[src/cpu_pkg.sv]
package cpu_pkg;

    typedef logic [31:0] word_t;
    typedef logic [4:0]  reg_addr_t;
    typedef logic [3:0]  alu_op_t;
    typedef logic [1:0]  br_op_t;
    typedef logic [1:0]  fwd_sel_t;

    // alu operations
    localparam alu_op_t ALU_ADD  = 4'd0;
    localparam alu_op_t ALU_SUB  = 4'd1;
    localparam alu_op_t ALU_AND  = 4'd2;
    localparam alu_op_t ALU_OR   = 4'd3;
    localparam alu_op_t ALU_XOR  = 4'd4;
    localparam alu_op_t ALU_SLT  = 4'd5;
    localparam alu_op_t ALU_SLTU = 4'd6;
    localparam alu_op_t ALU_LUI  = 4'd7;   // passes operand b

    localparam br_op_t BR_NONE   = 2'd0;
    localparam br_op_t BR_EQ     = 2'd1;
    localparam br_op_t BR_NE     = 2'd2;
    localparam br_op_t BR_ALWAYS = 2'd3;

    // operand source in execute
    localparam fwd_sel_t FWD_RF  = 2'd0;
    localparam fwd_sel_t FWD_MEM = 2'd1;
    localparam fwd_sel_t FWD_WB  = 2'd2;

    // 3R group, instr[31:15]
    localparam logic [16:0] OP17_ADD_W = 17'h00020;
    localparam logic [16:0] OP17_SUB_W = 17'h00022;
    localparam logic [16:0] OP17_SLT   = 17'h00024;
    localparam logic [16:0] OP17_SLTU  = 17'h00025;
    localparam logic [16:0] OP17_AND   = 17'h00029;
    localparam logic [16:0] OP17_OR    = 17'h0002a;
    localparam logic [16:0] OP17_XOR   = 17'h0002b;

    localparam logic [9:0] OP10_ADDI_W = 10'h00a;   // instr[31:22]
    localparam logic [9:0] OP10_LD_W   = 10'h0a2;
    localparam logic [9:0] OP10_ST_W   = 10'h0a6;
    localparam logic [6:0] OP7_LU12I_W = 7'h0a;     // instr[31:25]
    localparam logic [5:0] OP6_BEQ     = 6'h16;     // instr[31:26]
    localparam logic [5:0] OP6_BNE     = 6'h17;
    localparam logic [5:0] OP6_B       = 6'h14;

endpackage
[src/cpu_top.sv]
`timescale 1ns/10ps
module cpu_top #(
    parameter cpu_pkg::word_t RESET_PC = 32'h1c00_0000
) (
    input  logic               clk,
    input  logic               reset_i,
    output cpu_pkg::word_t     inst_addr_o,
    input  cpu_pkg::word_t     inst_rdata_i,
    output logic               data_en_o,
    output logic [3:0]         data_we_o,
    output cpu_pkg::word_t     data_addr_o,
    output cpu_pkg::word_t     data_wdata_o,
    input  cpu_pkg::word_t     data_rdata_i,
    output cpu_pkg::word_t     debug_wb_pc_o,
    output logic               debug_wb_we_o,
    output cpu_pkg::reg_addr_t debug_wb_wnum_o,
    output cpu_pkg::word_t     debug_wb_wdata_o
);
    import cpu_pkg::*;

    logic      stall, redirect;
    word_t     redirect_pc;
    logic      id_valid;
    word_t     id_pc, id_instr;
    reg_addr_t id_rs1, id_rs2;
    word_t     ex_pc, ex_a, ex_b, ex_imm;
    reg_addr_t ex_rs1, ex_rs2, ex_rd;
    alu_op_t   ex_alu_op;
    br_op_t    ex_br_op;
    logic      ex_use_imm, ex_reg_we, ex_mem_read, ex_mem_write;
    fwd_sel_t  fwd_a, fwd_b;
    word_t     mem_pc, mem_result;
    reg_addr_t mem_rd;
    logic      mem_reg_we, mem_load;
    logic      wb_we;
    reg_addr_t wb_rd;
    word_t     wb_data;

    fetch_stage #(.RESET_PC(RESET_PC)) u_fetch (
        .clk, .reset_i, .stall_i(stall), .redirect_i(redirect), .redirect_pc_i(redirect_pc),
        .inst_rdata_i, .inst_addr_o,
        .id_valid_o(id_valid), .id_pc_o(id_pc), .id_instr_o(id_instr)
    );

    decode_stage u_decode (
        .clk, .reset_i, .stall_i(stall), .flush_i(redirect),
        .id_valid_i(id_valid), .id_pc_i(id_pc), .id_instr_i(id_instr),
        .wb_we_i(wb_we), .wb_rd_i(wb_rd), .wb_data_i(wb_data),
        .id_rs1_o(id_rs1), .id_rs2_o(id_rs2),
        .ex_pc_o(ex_pc), .ex_rs1_o(ex_rs1), .ex_rs2_o(ex_rs2), .ex_rd_o(ex_rd),
        .ex_a_o(ex_a), .ex_b_o(ex_b), .ex_imm_o(ex_imm),
        .ex_alu_op_o(ex_alu_op), .ex_br_op_o(ex_br_op), .ex_use_imm_o(ex_use_imm),
        .ex_reg_we_o(ex_reg_we), .ex_mem_read_o(ex_mem_read), .ex_mem_write_o(ex_mem_write)
    );

    execute_stage u_execute (
        .clk, .reset_i,
        .ex_pc_i(ex_pc), .ex_rd_i(ex_rd), .ex_a_i(ex_a), .ex_b_i(ex_b), .ex_imm_i(ex_imm),
        .ex_alu_op_i(ex_alu_op), .ex_br_op_i(ex_br_op), .ex_use_imm_i(ex_use_imm),
        .ex_reg_we_i(ex_reg_we), .ex_mem_read_i(ex_mem_read), .ex_mem_write_i(ex_mem_write),
        .fwd_a_i(fwd_a), .fwd_b_i(fwd_b), .mem_fwd_i(mem_result), .wb_fwd_i(wb_data),
        .redirect_o(redirect), .redirect_pc_o(redirect_pc),
        .data_en_o, .data_we_o, .data_addr_o, .data_wdata_o,
        .mem_pc_o(mem_pc), .mem_rd_o(mem_rd), .mem_result_o(mem_result),
        .mem_reg_we_o(mem_reg_we), .mem_load_o(mem_load)
    );

    writeback_stage u_writeback (
        .clk, .reset_i,
        .mem_pc_i(mem_pc), .mem_rd_i(mem_rd), .mem_result_i(mem_result),
        .mem_reg_we_i(mem_reg_we), .mem_load_i(mem_load), .data_rdata_i,
        .wb_we_o(wb_we), .wb_rd_o(wb_rd), .wb_data_o(wb_data),
        .debug_wb_pc_o, .debug_wb_we_o, .debug_wb_wnum_o, .debug_wb_wdata_o
    );

    hazard_unit u_hazard (
        .id_rs1_i(id_rs1), .id_rs2_i(id_rs2),
        .ex_rs1_i(ex_rs1), .ex_rs2_i(ex_rs2), .ex_rd_i(ex_rd), .ex_load_i(ex_mem_read),
        .mem_rd_i(mem_rd), .mem_we_i(mem_reg_we), .wb_rd_i(wb_rd), .wb_we_i(wb_we),
        .stall_o(stall), .fwd_a_o(fwd_a), .fwd_b_o(fwd_b)
    );

endmodule

[src/hazard_unit.sv]
`timescale 1ns/10ps
module hazard_unit (
    input  cpu_pkg::reg_addr_t id_rs1_i,
    input  cpu_pkg::reg_addr_t id_rs2_i,
    input  cpu_pkg::reg_addr_t ex_rs1_i,
    input  cpu_pkg::reg_addr_t ex_rs2_i,
    input  cpu_pkg::reg_addr_t ex_rd_i,
    input  logic               ex_load_i,
    input  cpu_pkg::reg_addr_t mem_rd_i,
    input  logic               mem_we_i,
    input  cpu_pkg::reg_addr_t wb_rd_i,
    input  logic               wb_we_i,
    output logic               stall_o,
    output cpu_pkg::fwd_sel_t  fwd_a_o,
    output cpu_pkg::fwd_sel_t  fwd_b_o
);
    import cpu_pkg::*;

    // memory stage holds the younger value, so it is checked first
    function automatic fwd_sel_t fwd_for(reg_addr_t rs, reg_addr_t m_rd, logic m_we,
                                         reg_addr_t w_rd, logic w_we);
        if (rs == 5'd0)
            fwd_for = FWD_RF;
        else if (m_we && m_rd == rs)
            fwd_for = FWD_MEM;
        else if (w_we && w_rd == rs)
            fwd_for = FWD_WB;
        else
            fwd_for = FWD_RF;
    endfunction

    assign fwd_a_o = fwd_for(ex_rs1_i, mem_rd_i, mem_we_i, wb_rd_i, wb_we_i);
    assign fwd_b_o = fwd_for(ex_rs2_i, mem_rd_i, mem_we_i, wb_rd_i, wb_we_i);

    // load data is only ready from writeback on
    assign stall_o = ex_load_i && (ex_rd_i != 5'd0) &&
                     (ex_rd_i == id_rs1_i || ex_rd_i == id_rs2_i);

endmodule

[src/writeback_stage.sv]
`timescale 1ns/10ps
module writeback_stage (
    input  logic               clk,
    input  logic               reset_i,
    input  cpu_pkg::word_t     mem_pc_i,
    input  cpu_pkg::reg_addr_t mem_rd_i,
    input  cpu_pkg::word_t     mem_result_i,
    input  logic               mem_reg_we_i,
    input  logic               mem_load_i,
    input  cpu_pkg::word_t     data_rdata_i,
    output logic               wb_we_o,
    output cpu_pkg::reg_addr_t wb_rd_o,
    output cpu_pkg::word_t     wb_data_o,
    output cpu_pkg::word_t     debug_wb_pc_o,
    output logic               debug_wb_we_o,
    output cpu_pkg::reg_addr_t debug_wb_wnum_o,
    output cpu_pkg::word_t     debug_wb_wdata_o
);
    import cpu_pkg::*;

    word_t pc_q, result_q, rdata_q;
    logic  load_q;

    always_ff @(posedge clk)
    begin
        if (reset_i)
            wb_we_o <= 1'b0;
        else
            wb_we_o <= mem_reg_we_i;
    end

    always_ff @(posedge clk)
    begin
        pc_q     <= mem_pc_i;
        wb_rd_o  <= mem_rd_i;
        result_q <= mem_result_i;
        rdata_q  <= data_rdata_i;   // sram answers during the memory cycle
        load_q   <= mem_load_i;
    end

    assign wb_data_o = load_q ? rdata_q : result_q;

    // trace of the retiring write
    assign debug_wb_pc_o    = pc_q;
    assign debug_wb_we_o    = wb_we_o;
    assign debug_wb_wnum_o  = wb_rd_o;
    assign debug_wb_wdata_o = wb_data_o;

endmodule

[src/execute_stage.sv]
`timescale 1ns/10ps
module execute_stage (
    input  logic               clk,
    input  logic               reset_i,
    input  cpu_pkg::word_t     ex_pc_i,
    input  cpu_pkg::reg_addr_t ex_rd_i,
    input  cpu_pkg::word_t     ex_a_i,
    input  cpu_pkg::word_t     ex_b_i,
    input  cpu_pkg::word_t     ex_imm_i,
    input  cpu_pkg::alu_op_t   ex_alu_op_i,
    input  cpu_pkg::br_op_t    ex_br_op_i,
    input  logic               ex_use_imm_i,
    input  logic               ex_reg_we_i,
    input  logic               ex_mem_read_i,
    input  logic               ex_mem_write_i,
    input  cpu_pkg::fwd_sel_t  fwd_a_i,
    input  cpu_pkg::fwd_sel_t  fwd_b_i,
    input  cpu_pkg::word_t     mem_fwd_i,
    input  cpu_pkg::word_t     wb_fwd_i,
    output logic               redirect_o,
    output cpu_pkg::word_t     redirect_pc_o,
    output logic               data_en_o,
    output logic [3:0]         data_we_o,
    output cpu_pkg::word_t     data_addr_o,
    output cpu_pkg::word_t     data_wdata_o,
    output cpu_pkg::word_t     mem_pc_o,
    output cpu_pkg::reg_addr_t mem_rd_o,
    output cpu_pkg::word_t     mem_result_o,
    output logic               mem_reg_we_o,
    output logic               mem_load_o
);
    import cpu_pkg::*;

    word_t op_a, op_b, alu_b, alu_res;

    function automatic word_t pick(fwd_sel_t sel, word_t rf, word_t mem, word_t wb);
        case (sel)
            FWD_MEM: pick = mem;
            FWD_WB:  pick = wb;
            default: pick = rf;   // FWD_RF
        endcase
    endfunction

    assign op_a  = pick(fwd_a_i, ex_a_i, mem_fwd_i, wb_fwd_i);
    assign op_b  = pick(fwd_b_i, ex_b_i, mem_fwd_i, wb_fwd_i);
    assign alu_b = ex_use_imm_i ? ex_imm_i : op_b;

    always_comb
    begin
        case (ex_alu_op_i)
            ALU_SUB:  alu_res = op_a - alu_b;
            ALU_AND:  alu_res = op_a & alu_b;
            ALU_OR:   alu_res = op_a | alu_b;
            ALU_XOR:  alu_res = op_a ^ alu_b;
            ALU_SLT:  alu_res = {31'b0, $signed(op_a) < $signed(alu_b)};
            ALU_SLTU: alu_res = {31'b0, op_a < alu_b};
            ALU_LUI:  alu_res = alu_b;
            default:  alu_res = op_a + alu_b;   // add, addi and addresses
        endcase
    end

    // branches compare rj with rd
    always_comb
    begin
        case (ex_br_op_i)
            BR_EQ:     redirect_o = (op_a == op_b);
            BR_NE:     redirect_o = (op_a != op_b);
            BR_ALWAYS: redirect_o = 1'b1;
            default:   redirect_o = 1'b0;
        endcase
    end
    assign redirect_pc_o = ex_pc_i + ex_imm_i;

    assign data_en_o    = ex_mem_read_i || ex_mem_write_i;
    assign data_we_o    = {4{ex_mem_write_i}};
    assign data_addr_o  = alu_res;
    assign data_wdata_o = op_b;

    always_ff @(posedge clk)
    begin
        if (reset_i)
        begin
            mem_reg_we_o <= 1'b0;
            mem_load_o   <= 1'b0;
        end
        else
        begin
            mem_reg_we_o <= ex_reg_we_i;
            mem_load_o   <= ex_mem_read_i;
        end
    end

    always_ff @(posedge clk)
    begin
        mem_pc_o     <= ex_pc_i;
        mem_rd_o     <= ex_rd_i;
        mem_result_o <= alu_res;
    end

endmodule

[src/decode_stage.sv]
`timescale 1ns/10ps
module decode_stage (
    input  logic               clk,
    input  logic               reset_i,
    input  logic               stall_i,
    input  logic               flush_i,
    input  logic               id_valid_i,
    input  cpu_pkg::word_t     id_pc_i,
    input  cpu_pkg::word_t     id_instr_i,
    input  logic               wb_we_i,
    input  cpu_pkg::reg_addr_t wb_rd_i,
    input  cpu_pkg::word_t     wb_data_i,
    output cpu_pkg::reg_addr_t id_rs1_o,
    output cpu_pkg::reg_addr_t id_rs2_o,
    output cpu_pkg::word_t     ex_pc_o,
    output cpu_pkg::reg_addr_t ex_rs1_o,
    output cpu_pkg::reg_addr_t ex_rs2_o,
    output cpu_pkg::reg_addr_t ex_rd_o,
    output cpu_pkg::word_t     ex_a_o,
    output cpu_pkg::word_t     ex_b_o,
    output cpu_pkg::word_t     ex_imm_o,
    output cpu_pkg::alu_op_t   ex_alu_op_o,
    output cpu_pkg::br_op_t    ex_br_op_o,
    output logic               ex_use_imm_o,
    output logic               ex_reg_we_o,
    output logic               ex_mem_read_o,
    output logic               ex_mem_write_o
);
    import cpu_pkg::*;

    word_t     rdata1, rdata2, imm;
    reg_addr_t rd;
    alu_op_t   alu_op, op_3r;
    br_op_t    br_op;
    logic      is_3r, use_imm, reg_we, mem_read, mem_write, rd_is_src;
    logic      bubble;

    assign rd       = id_instr_i[4:0];
    assign id_rs1_o = id_instr_i[9:5];                          // rj
    assign id_rs2_o = rd_is_src ? rd : id_instr_i[14:10];       // rk, or rd for st/branch
    assign bubble   = stall_i || flush_i || !id_valid_i;

    reg_file u_rf (
        .clk, .reset_i,
        .raddr1_i(id_rs1_o), .raddr2_i(id_rs2_o),
        .rdata1_o(rdata1), .rdata2_o(rdata2),
        .we_i(wb_we_i), .waddr_i(wb_rd_i), .wdata_i(wb_data_i)
    );

    // 3R group differs only in the alu operation
    always_comb
    begin
        is_3r = 1'b1;
        op_3r = ALU_ADD;
        case (id_instr_i[31:15])
            OP17_ADD_W: op_3r = ALU_ADD;
            OP17_SUB_W: op_3r = ALU_SUB;
            OP17_AND:   op_3r = ALU_AND;
            OP17_OR:    op_3r = ALU_OR;
            OP17_XOR:   op_3r = ALU_XOR;
            OP17_SLT:   op_3r = ALU_SLT;
            OP17_SLTU:  op_3r = ALU_SLTU;
            default:    is_3r = 1'b0;
        endcase
    end

    always_comb
    begin
        alu_op    = op_3r;
        br_op     = BR_NONE;
        use_imm   = 1'b0;
        reg_we    = 1'b0;
        mem_read  = 1'b0;
        mem_write = 1'b0;
        rd_is_src = 1'b0;
        imm       = {{20{id_instr_i[21]}}, id_instr_i[21:10]};   // si12
        if (is_3r)
            reg_we = 1'b1;
        else if (id_instr_i[31:22] == OP10_ADDI_W || id_instr_i[31:22] == OP10_LD_W)
        begin
            alu_op   = ALU_ADD;
            use_imm  = 1'b1;
            reg_we   = 1'b1;
            mem_read = (id_instr_i[31:22] == OP10_LD_W);
        end
        else if (id_instr_i[31:22] == OP10_ST_W)
        begin
            alu_op    = ALU_ADD;   // address
            use_imm   = 1'b1;
            mem_write = 1'b1;
            rd_is_src = 1'b1;
        end
        else if (id_instr_i[31:25] == OP7_LU12I_W)
        begin
            alu_op  = ALU_LUI;
            use_imm = 1'b1;
            reg_we  = 1'b1;
            imm     = {id_instr_i[24:5], 12'b0};
        end
        else if (id_instr_i[31:26] == OP6_BEQ || id_instr_i[31:26] == OP6_BNE)
        begin
            br_op     = (id_instr_i[31:26] == OP6_BEQ) ? BR_EQ : BR_NE;
            rd_is_src = 1'b1;
            imm       = {{14{id_instr_i[25]}}, id_instr_i[25:10], 2'b00};
        end
        else if (id_instr_i[31:26] == OP6_B)
        begin
            br_op = BR_ALWAYS;
            imm   = {{4{id_instr_i[9]}}, id_instr_i[9:0], id_instr_i[25:10], 2'b00};
        end
        // anything else stays a no-op
    end

    always_ff @(posedge clk)
    begin
        if (reset_i || bubble)
        begin
            ex_br_op_o     <= BR_NONE;
            ex_reg_we_o    <= 1'b0;
            ex_mem_read_o  <= 1'b0;
            ex_mem_write_o <= 1'b0;
        end
        else
        begin
            ex_br_op_o     <= br_op;
            ex_reg_we_o    <= reg_we && (rd != 5'd0);   // r0 writes end here
            ex_mem_read_o  <= mem_read;
            ex_mem_write_o <= mem_write;
        end
    end

    always_ff @(posedge clk)
    begin
        ex_pc_o      <= id_pc_i;
        ex_rs1_o     <= id_rs1_o;
        ex_rs2_o     <= id_rs2_o;
        ex_rd_o      <= rd;
        ex_a_o       <= rdata1;
        ex_b_o       <= rdata2;
        ex_imm_o     <= imm;
        ex_alu_op_o  <= alu_op;
        ex_use_imm_o <= use_imm;
    end

endmodule

[src/fetch_stage.sv]
`timescale 1ns/10ps
module fetch_stage #(
    parameter cpu_pkg::word_t RESET_PC = 32'h1c00_0000
) (
    input  logic           clk,
    input  logic           reset_i,
    input  logic           stall_i,
    input  logic           redirect_i,
    input  cpu_pkg::word_t redirect_pc_i,
    input  cpu_pkg::word_t inst_rdata_i,
    output cpu_pkg::word_t inst_addr_o,
    output logic           id_valid_o,
    output cpu_pkg::word_t id_pc_o,
    output cpu_pkg::word_t id_instr_o
);
    import cpu_pkg::*;

    word_t pc_q;        // address whose word returns this cycle
    logic  pc_valid_q;  // low until the first real fetch is in flight

    always_comb
    begin
        if (redirect_i)
            inst_addr_o = redirect_pc_i;
        else if (stall_i)
            inst_addr_o = pc_q;   // ask for the same word again
        else
            inst_addr_o = pc_q + 32'd4;
    end

    // one below the reset address, so the first issue is RESET_PC
    always_ff @(posedge clk)
    begin
        if (reset_i)
        begin
            pc_q       <= RESET_PC - 32'd4;
            pc_valid_q <= 1'b0;
        end
        else
        begin
            pc_q       <= inst_addr_o;
            pc_valid_q <= 1'b1;
        end
    end

    always_ff @(posedge clk)
    begin
        if (reset_i || redirect_i)
            id_valid_o <= 1'b0;   // drops the word now returning
        else if (!stall_i)
            id_valid_o <= pc_valid_q;
    end

    always_ff @(posedge clk)
    begin
        if (!stall_i)
        begin
            id_pc_o    <= pc_q;
            id_instr_o <= inst_rdata_i;
        end
    end

endmodule

[src/reg_file.sv]
`timescale 1ns/10ps
module reg_file (
    input  logic               clk,
    input  logic               reset_i,
    input  cpu_pkg::reg_addr_t raddr1_i,
    input  cpu_pkg::reg_addr_t raddr2_i,
    output cpu_pkg::word_t     rdata1_o,
    output cpu_pkg::word_t     rdata2_o,
    input  logic               we_i,
    input  cpu_pkg::reg_addr_t waddr_i,
    input  cpu_pkg::word_t     wdata_i
);
    import cpu_pkg::*;

    word_t regs [32];

    always_ff @(posedge clk)
    begin
        if (reset_i)
        begin
            for (int i = 0; i < 32; i++)
                regs[i] <= '0;
        end
        else if (we_i && waddr_i != 5'd0)
            regs[waddr_i] <= wdata_i;
    end

    // writeback value bypasses the array in the same cycle
    assign rdata1_o = (raddr1_i == 5'd0) ? '0 :
                      (we_i && waddr_i == raddr1_i) ? wdata_i : regs[raddr1_i];
    assign rdata2_o = (raddr2_i == 5'd0) ? '0 :
                      (we_i && waddr_i == raddr2_i) ? wdata_i : regs[raddr2_i];

endmodule

[config.mk]
export PLATFORM = sky130hd
export DESIGN_NAME = cpu_top
export DESIGN_NICKNAME = d
export VERILOG_FILES = /design/src/cpu_pkg.sv /design/src/cpu_top.sv /design/src/hazard_unit.sv /design/src/writeback_stage.sv /design/src/execute_stage.sv /design/src/decode_stage.sv /design/src/fetch_stage.sv /design/src/reg_file.sv
export SDC_FILE = /design/constraint.sdc
export NUM_CORES = 2
export LEC_CHECK = 0
export BUFFER_PORTS_ARGS = -buffer_cell sky130_fd_sc_hd__buf_4
export CAP_MARGIN = 40
export CORE_MARGIN = 4
export CORE_UTILIZATION = 55
export DETAILED_ROUTE_END_ITERATION = 8
export PLACE_DENSITY_LB_ADDON = 0.1
export SYNTH_ARGS = -nofsm -noshare
export SYNTH_HDL_FRONTEND = slang
export SYNTH_HIERARCHICAL = 1
export SYNTH_SLANG_ARGS = --single-unit
[constraint.sdc]
create_clock -name clk -period 5.37 [get_ports clk]
set_input_delay 0.2685 -clock clk [delete_from_list [all_inputs] [get_ports clk]]
set_output_delay 0.2685 -clock clk [all_outputs]
set_load 0.1 [all_outputs]
==> results.yml <==
outcome:
  status: "finished with violations"
  violations: "setup timing"
cts:
  clkSlewWorstSetupHoldPaths_ns: 0.06
  clkSinkCount: 1448
  cts.path.max_buffers: 3
  htree_num_levels: 4
  root_buffer: "clkbuf_16"
  clk-insertion-delay-late_ns: 0.80
  cts_buffers: 158
  cts_tree: "yes"
critical_path:
  reg2reg_slack_ns: 0.17
  cp.required_ns: 5.10
  cp.arrival_ns: 5.71
  crit_buf_inv: 6
  path_class: "reg -> out"
  cp_slowest_cell: "or4_4"
  path_cells: "or4_4 > a21oi_4 > nor3_4 > buf_6 > ha_4 > buf_12 > nor2_1 > a21oi_2 > inv_2 > ha_4 > buf_6 > nor4b_4 > a211oi_2 > buf_4 > or4_4 > a31oi_4 > or2_4 > a21oi_4 > o21ai_4 > mux2i_2 > a221oi_4 > buf_12"
  start_kind: "flop"
  worstRegToRegCells: 23
  cp_top_family: "simple AND/OR/NAND/NOR gates"
  max_stage_delay_ns: 0.56
  reg2reg_to: "u_decode/ex_mem_write_o"
  cp_max_fo: 6
  end_kind: "primary output"
  r2r-start: "u_writeback/debug_wb_wnum_o[4]"
synthesis:
  netlist.area_leader.share: 0.426
  async_flop_share: 0
  yosysSeqAreaShare: 0.519
  yosys_warnings: 6
  yosys-top-cells-area: "edfxtp_1 43%, mux4_2 11%, dfxtp_1 9.4%, and2_1 8.3%, mux2i_1 3.3%"
  synth.avg_cell_area_um2: 12.5
  synth_cells: 6142
  synthTopCellsByCount: "1088 x edfxtp_1, 1014 x and2_1, 380 x mux4_2"
  synth_ff_type: "edfxtp_1"
  netlist_area_um2: 76800
  synthDistinctLibCells: 110
  synth_most_common_cell: "edfxtp_1"
  synth-edff-count: 1088
  ys_ff_latch: 1448
  yosysTopAreaCell: "edfxtp_1"
detailed_routing:
  avgViaCountPerCell: 6.66
  drt_iter0_drc: 7437
  drc: 0
  first_pass_iters: 8
  drt-total-wl_um: 288000
  final_antenna_net_count: 0
  wl_per_cell_um: 33.2
  routed-via-count: 57889
sta:
  finalHoldViolations: 0
  tightest_slew_ns: 1.13
  grt_setup_unrepaired: "yes"
  fin_crit_ns: 5.98
  clock.fmax_ghz: 0.167
  period_share: 1.11
  setup_viol: 55
  fin_worst_skew_ns: 0.0286
  max_slew_margin: 0.248
  fin_ws_ns: -0.607
  finalMaxSlewViolations: 0
global_route:
  grt.overflow.total: 0
  grt_pass1_wl_um: 409000
  grt_max_degree: 108
  grt_use_total: 0.388
  antenna_found_initial: 13
  grt_pass1_vias: 57078
power:
  power_density_nw_per_um2: 404
  ir_drop_v: 0.000922
  power_leakage_nw: 35.8
  power_mw: 37.7
die:
  core_area_um2: 138000
  die_w_um: 382
  start_util: 0.556
  ios: 237
  die_y_um: 382
  design.die.area_um2: 146000
  rows: 136
final_layout:
  multi_input_area_um2: 36300
  area_growth_pct: 21.5
  fin_nets: 6896
  utilization: 0.676
  ff_latch_area_um2: 39900
  final_cells: 8691
  largest-register: "u_decode/u_rf/regs"
  drive_gt1_frac: 0.309
  largest_register_ff_count: 1024
  nFillCells: 9983
min_path:
  hold_class: "in -> reg"
  hold_depth: 2
  whs_endpoint: "u_writeback/rdata_q[17]"
  min-delay-start: "data_rdata_i[17]"
placed_design:
  io_buffers: 236
  dp_cells: 8210
  finalWeightedCongestion: 1.01
  place.detailed.hpwl_um: 188000
run:
  maxCapViolations: 0
cell families after synthesis:
group,count (synthesis),share of synthesized area
muxes,768,0.166
buffers and inverters,727,0.0439
xor gates and xnor gates,120,0.0137
and+or+nand+nor,1847,0.136
adders and majority gates,135,0.0223
other,2,0.0000978
AOI/OAI and AO/OA,1095,0.0986
DFF,1448,0.519
final cells by class:
type                    count  share of cell area
well taps                1863              0.0250
diodes                      5            0.000134
clock inverters            76             0.00814
inverters                 149             0.00616
repair inverters            1           0.0000939
clock buffers             212              0.0474
flip-flops and latches   1448               0.428
multi-input cells        3999               0.389
repair buffers            938              0.0962
where the power goes:
part | internal (mW) | switching [mW]
combinational | 4.29 | 8.78
sequential | 13.0 | 0.811
clock | 6.22 | 4.65
total | 23.5 | 14.2
layout by cell type, fill, tap and decap left out, drive strengths merged, types with 47 or more instances in the layout:
cell type,synthesis,final
xor2,48,48
mux4,380,380
ha,132,132
and2,1016,1016
clkinv,1,60
mux2,134,135
dfxtp,360,360
dlygate4sd3,0,64
buf,209,867
nand2,219,219
o22ai,96,96
or2,47,47
a22oi,154,154
a211oi,48,48
mux2i,254,254
nor3,71,71
o21ai,199,199
nor2,250,250
inv,148,156
clkbuf,369,215
xnor2,72,72
a21oi,205,205
edfxtp,1088,1088
through the flow:
step	cell area (um2)	hold slack [ns]	setup TNS [ns]	worst slack, ns
floorplan	77500	0.296	-3.34	-0.246
global placement	83000	0.310	-1.79	-0.291
detailed placement	83400	0.312	-2.84	-0.377
CTS	91900	0.0583	-11.05	-0.614
global route	93300	0.0962	-22.27	-0.700
finish	93300	0.118	-17.06	-0.607
worst register-to-register path, delay by kind of cell, from the launching register on:
kind | cells | cell delay (ns)
AOI/OAI and AO/OA | 2 | 0.20
and+or+nand+nor | 9 | 2.28
xor gates and xnor gates | 2 | 0.44
adders and majority gates | 1 | 0.24
buffers and inverters | 8 | 1.24
DFF | 1 | 0.36
muxes | 1 | 0.32
worst max path at each step:
stage / startpoint / endpoint / slack (ns) / cells past startpoint
after global placement: u_decode/ex_rs2_o[0] / data_addr_o[31] / -0.29 / 24
after detailed placement: u_decode/ex_rs2_o[0] / data_addr_o[31] / -0.38 / 24
final: u_decode/ex_rs1_o[2] / data_addr_o[29] / -0.61 / 22
after global routing: u_execute/mem_rd_o[0] / data_addr_o[29] / -0.70 / 25
after CTS: u_decode/ex_rs2_o[3] / data_addr_o[28] / -0.61 / 24
after floorplan: u_writeback/debug_wb_wnum_o[2] / inst_addr_o[18] / -0.25 / 18
per-layer routing:
| metal | routed length (um) | global-route usage |
|---|---|---|
| met5 | 54 | 0 |
| met4 | 18900 | 0.217 |
| met3 | 29800 | 0.0726 |
| met2 | 131000 | 0.596 |
| met1 | 109000 | 0.524 |
what timing repair did:
| item | in CTS | in global routing |
|---|---|---|
| resized for setup | 430 | 225 |
| endpoints found under the hold margin | 64 | 0 |
| endpoints found under the setup margin | 60 | 59 |
| pin swaps | 96 | 114 |
| cloned | 10 | 2 |
| hold buffers | 64 | 0 |
| buffers inserted | 69 | 48 |
Power figures use the tool's default switching activity.
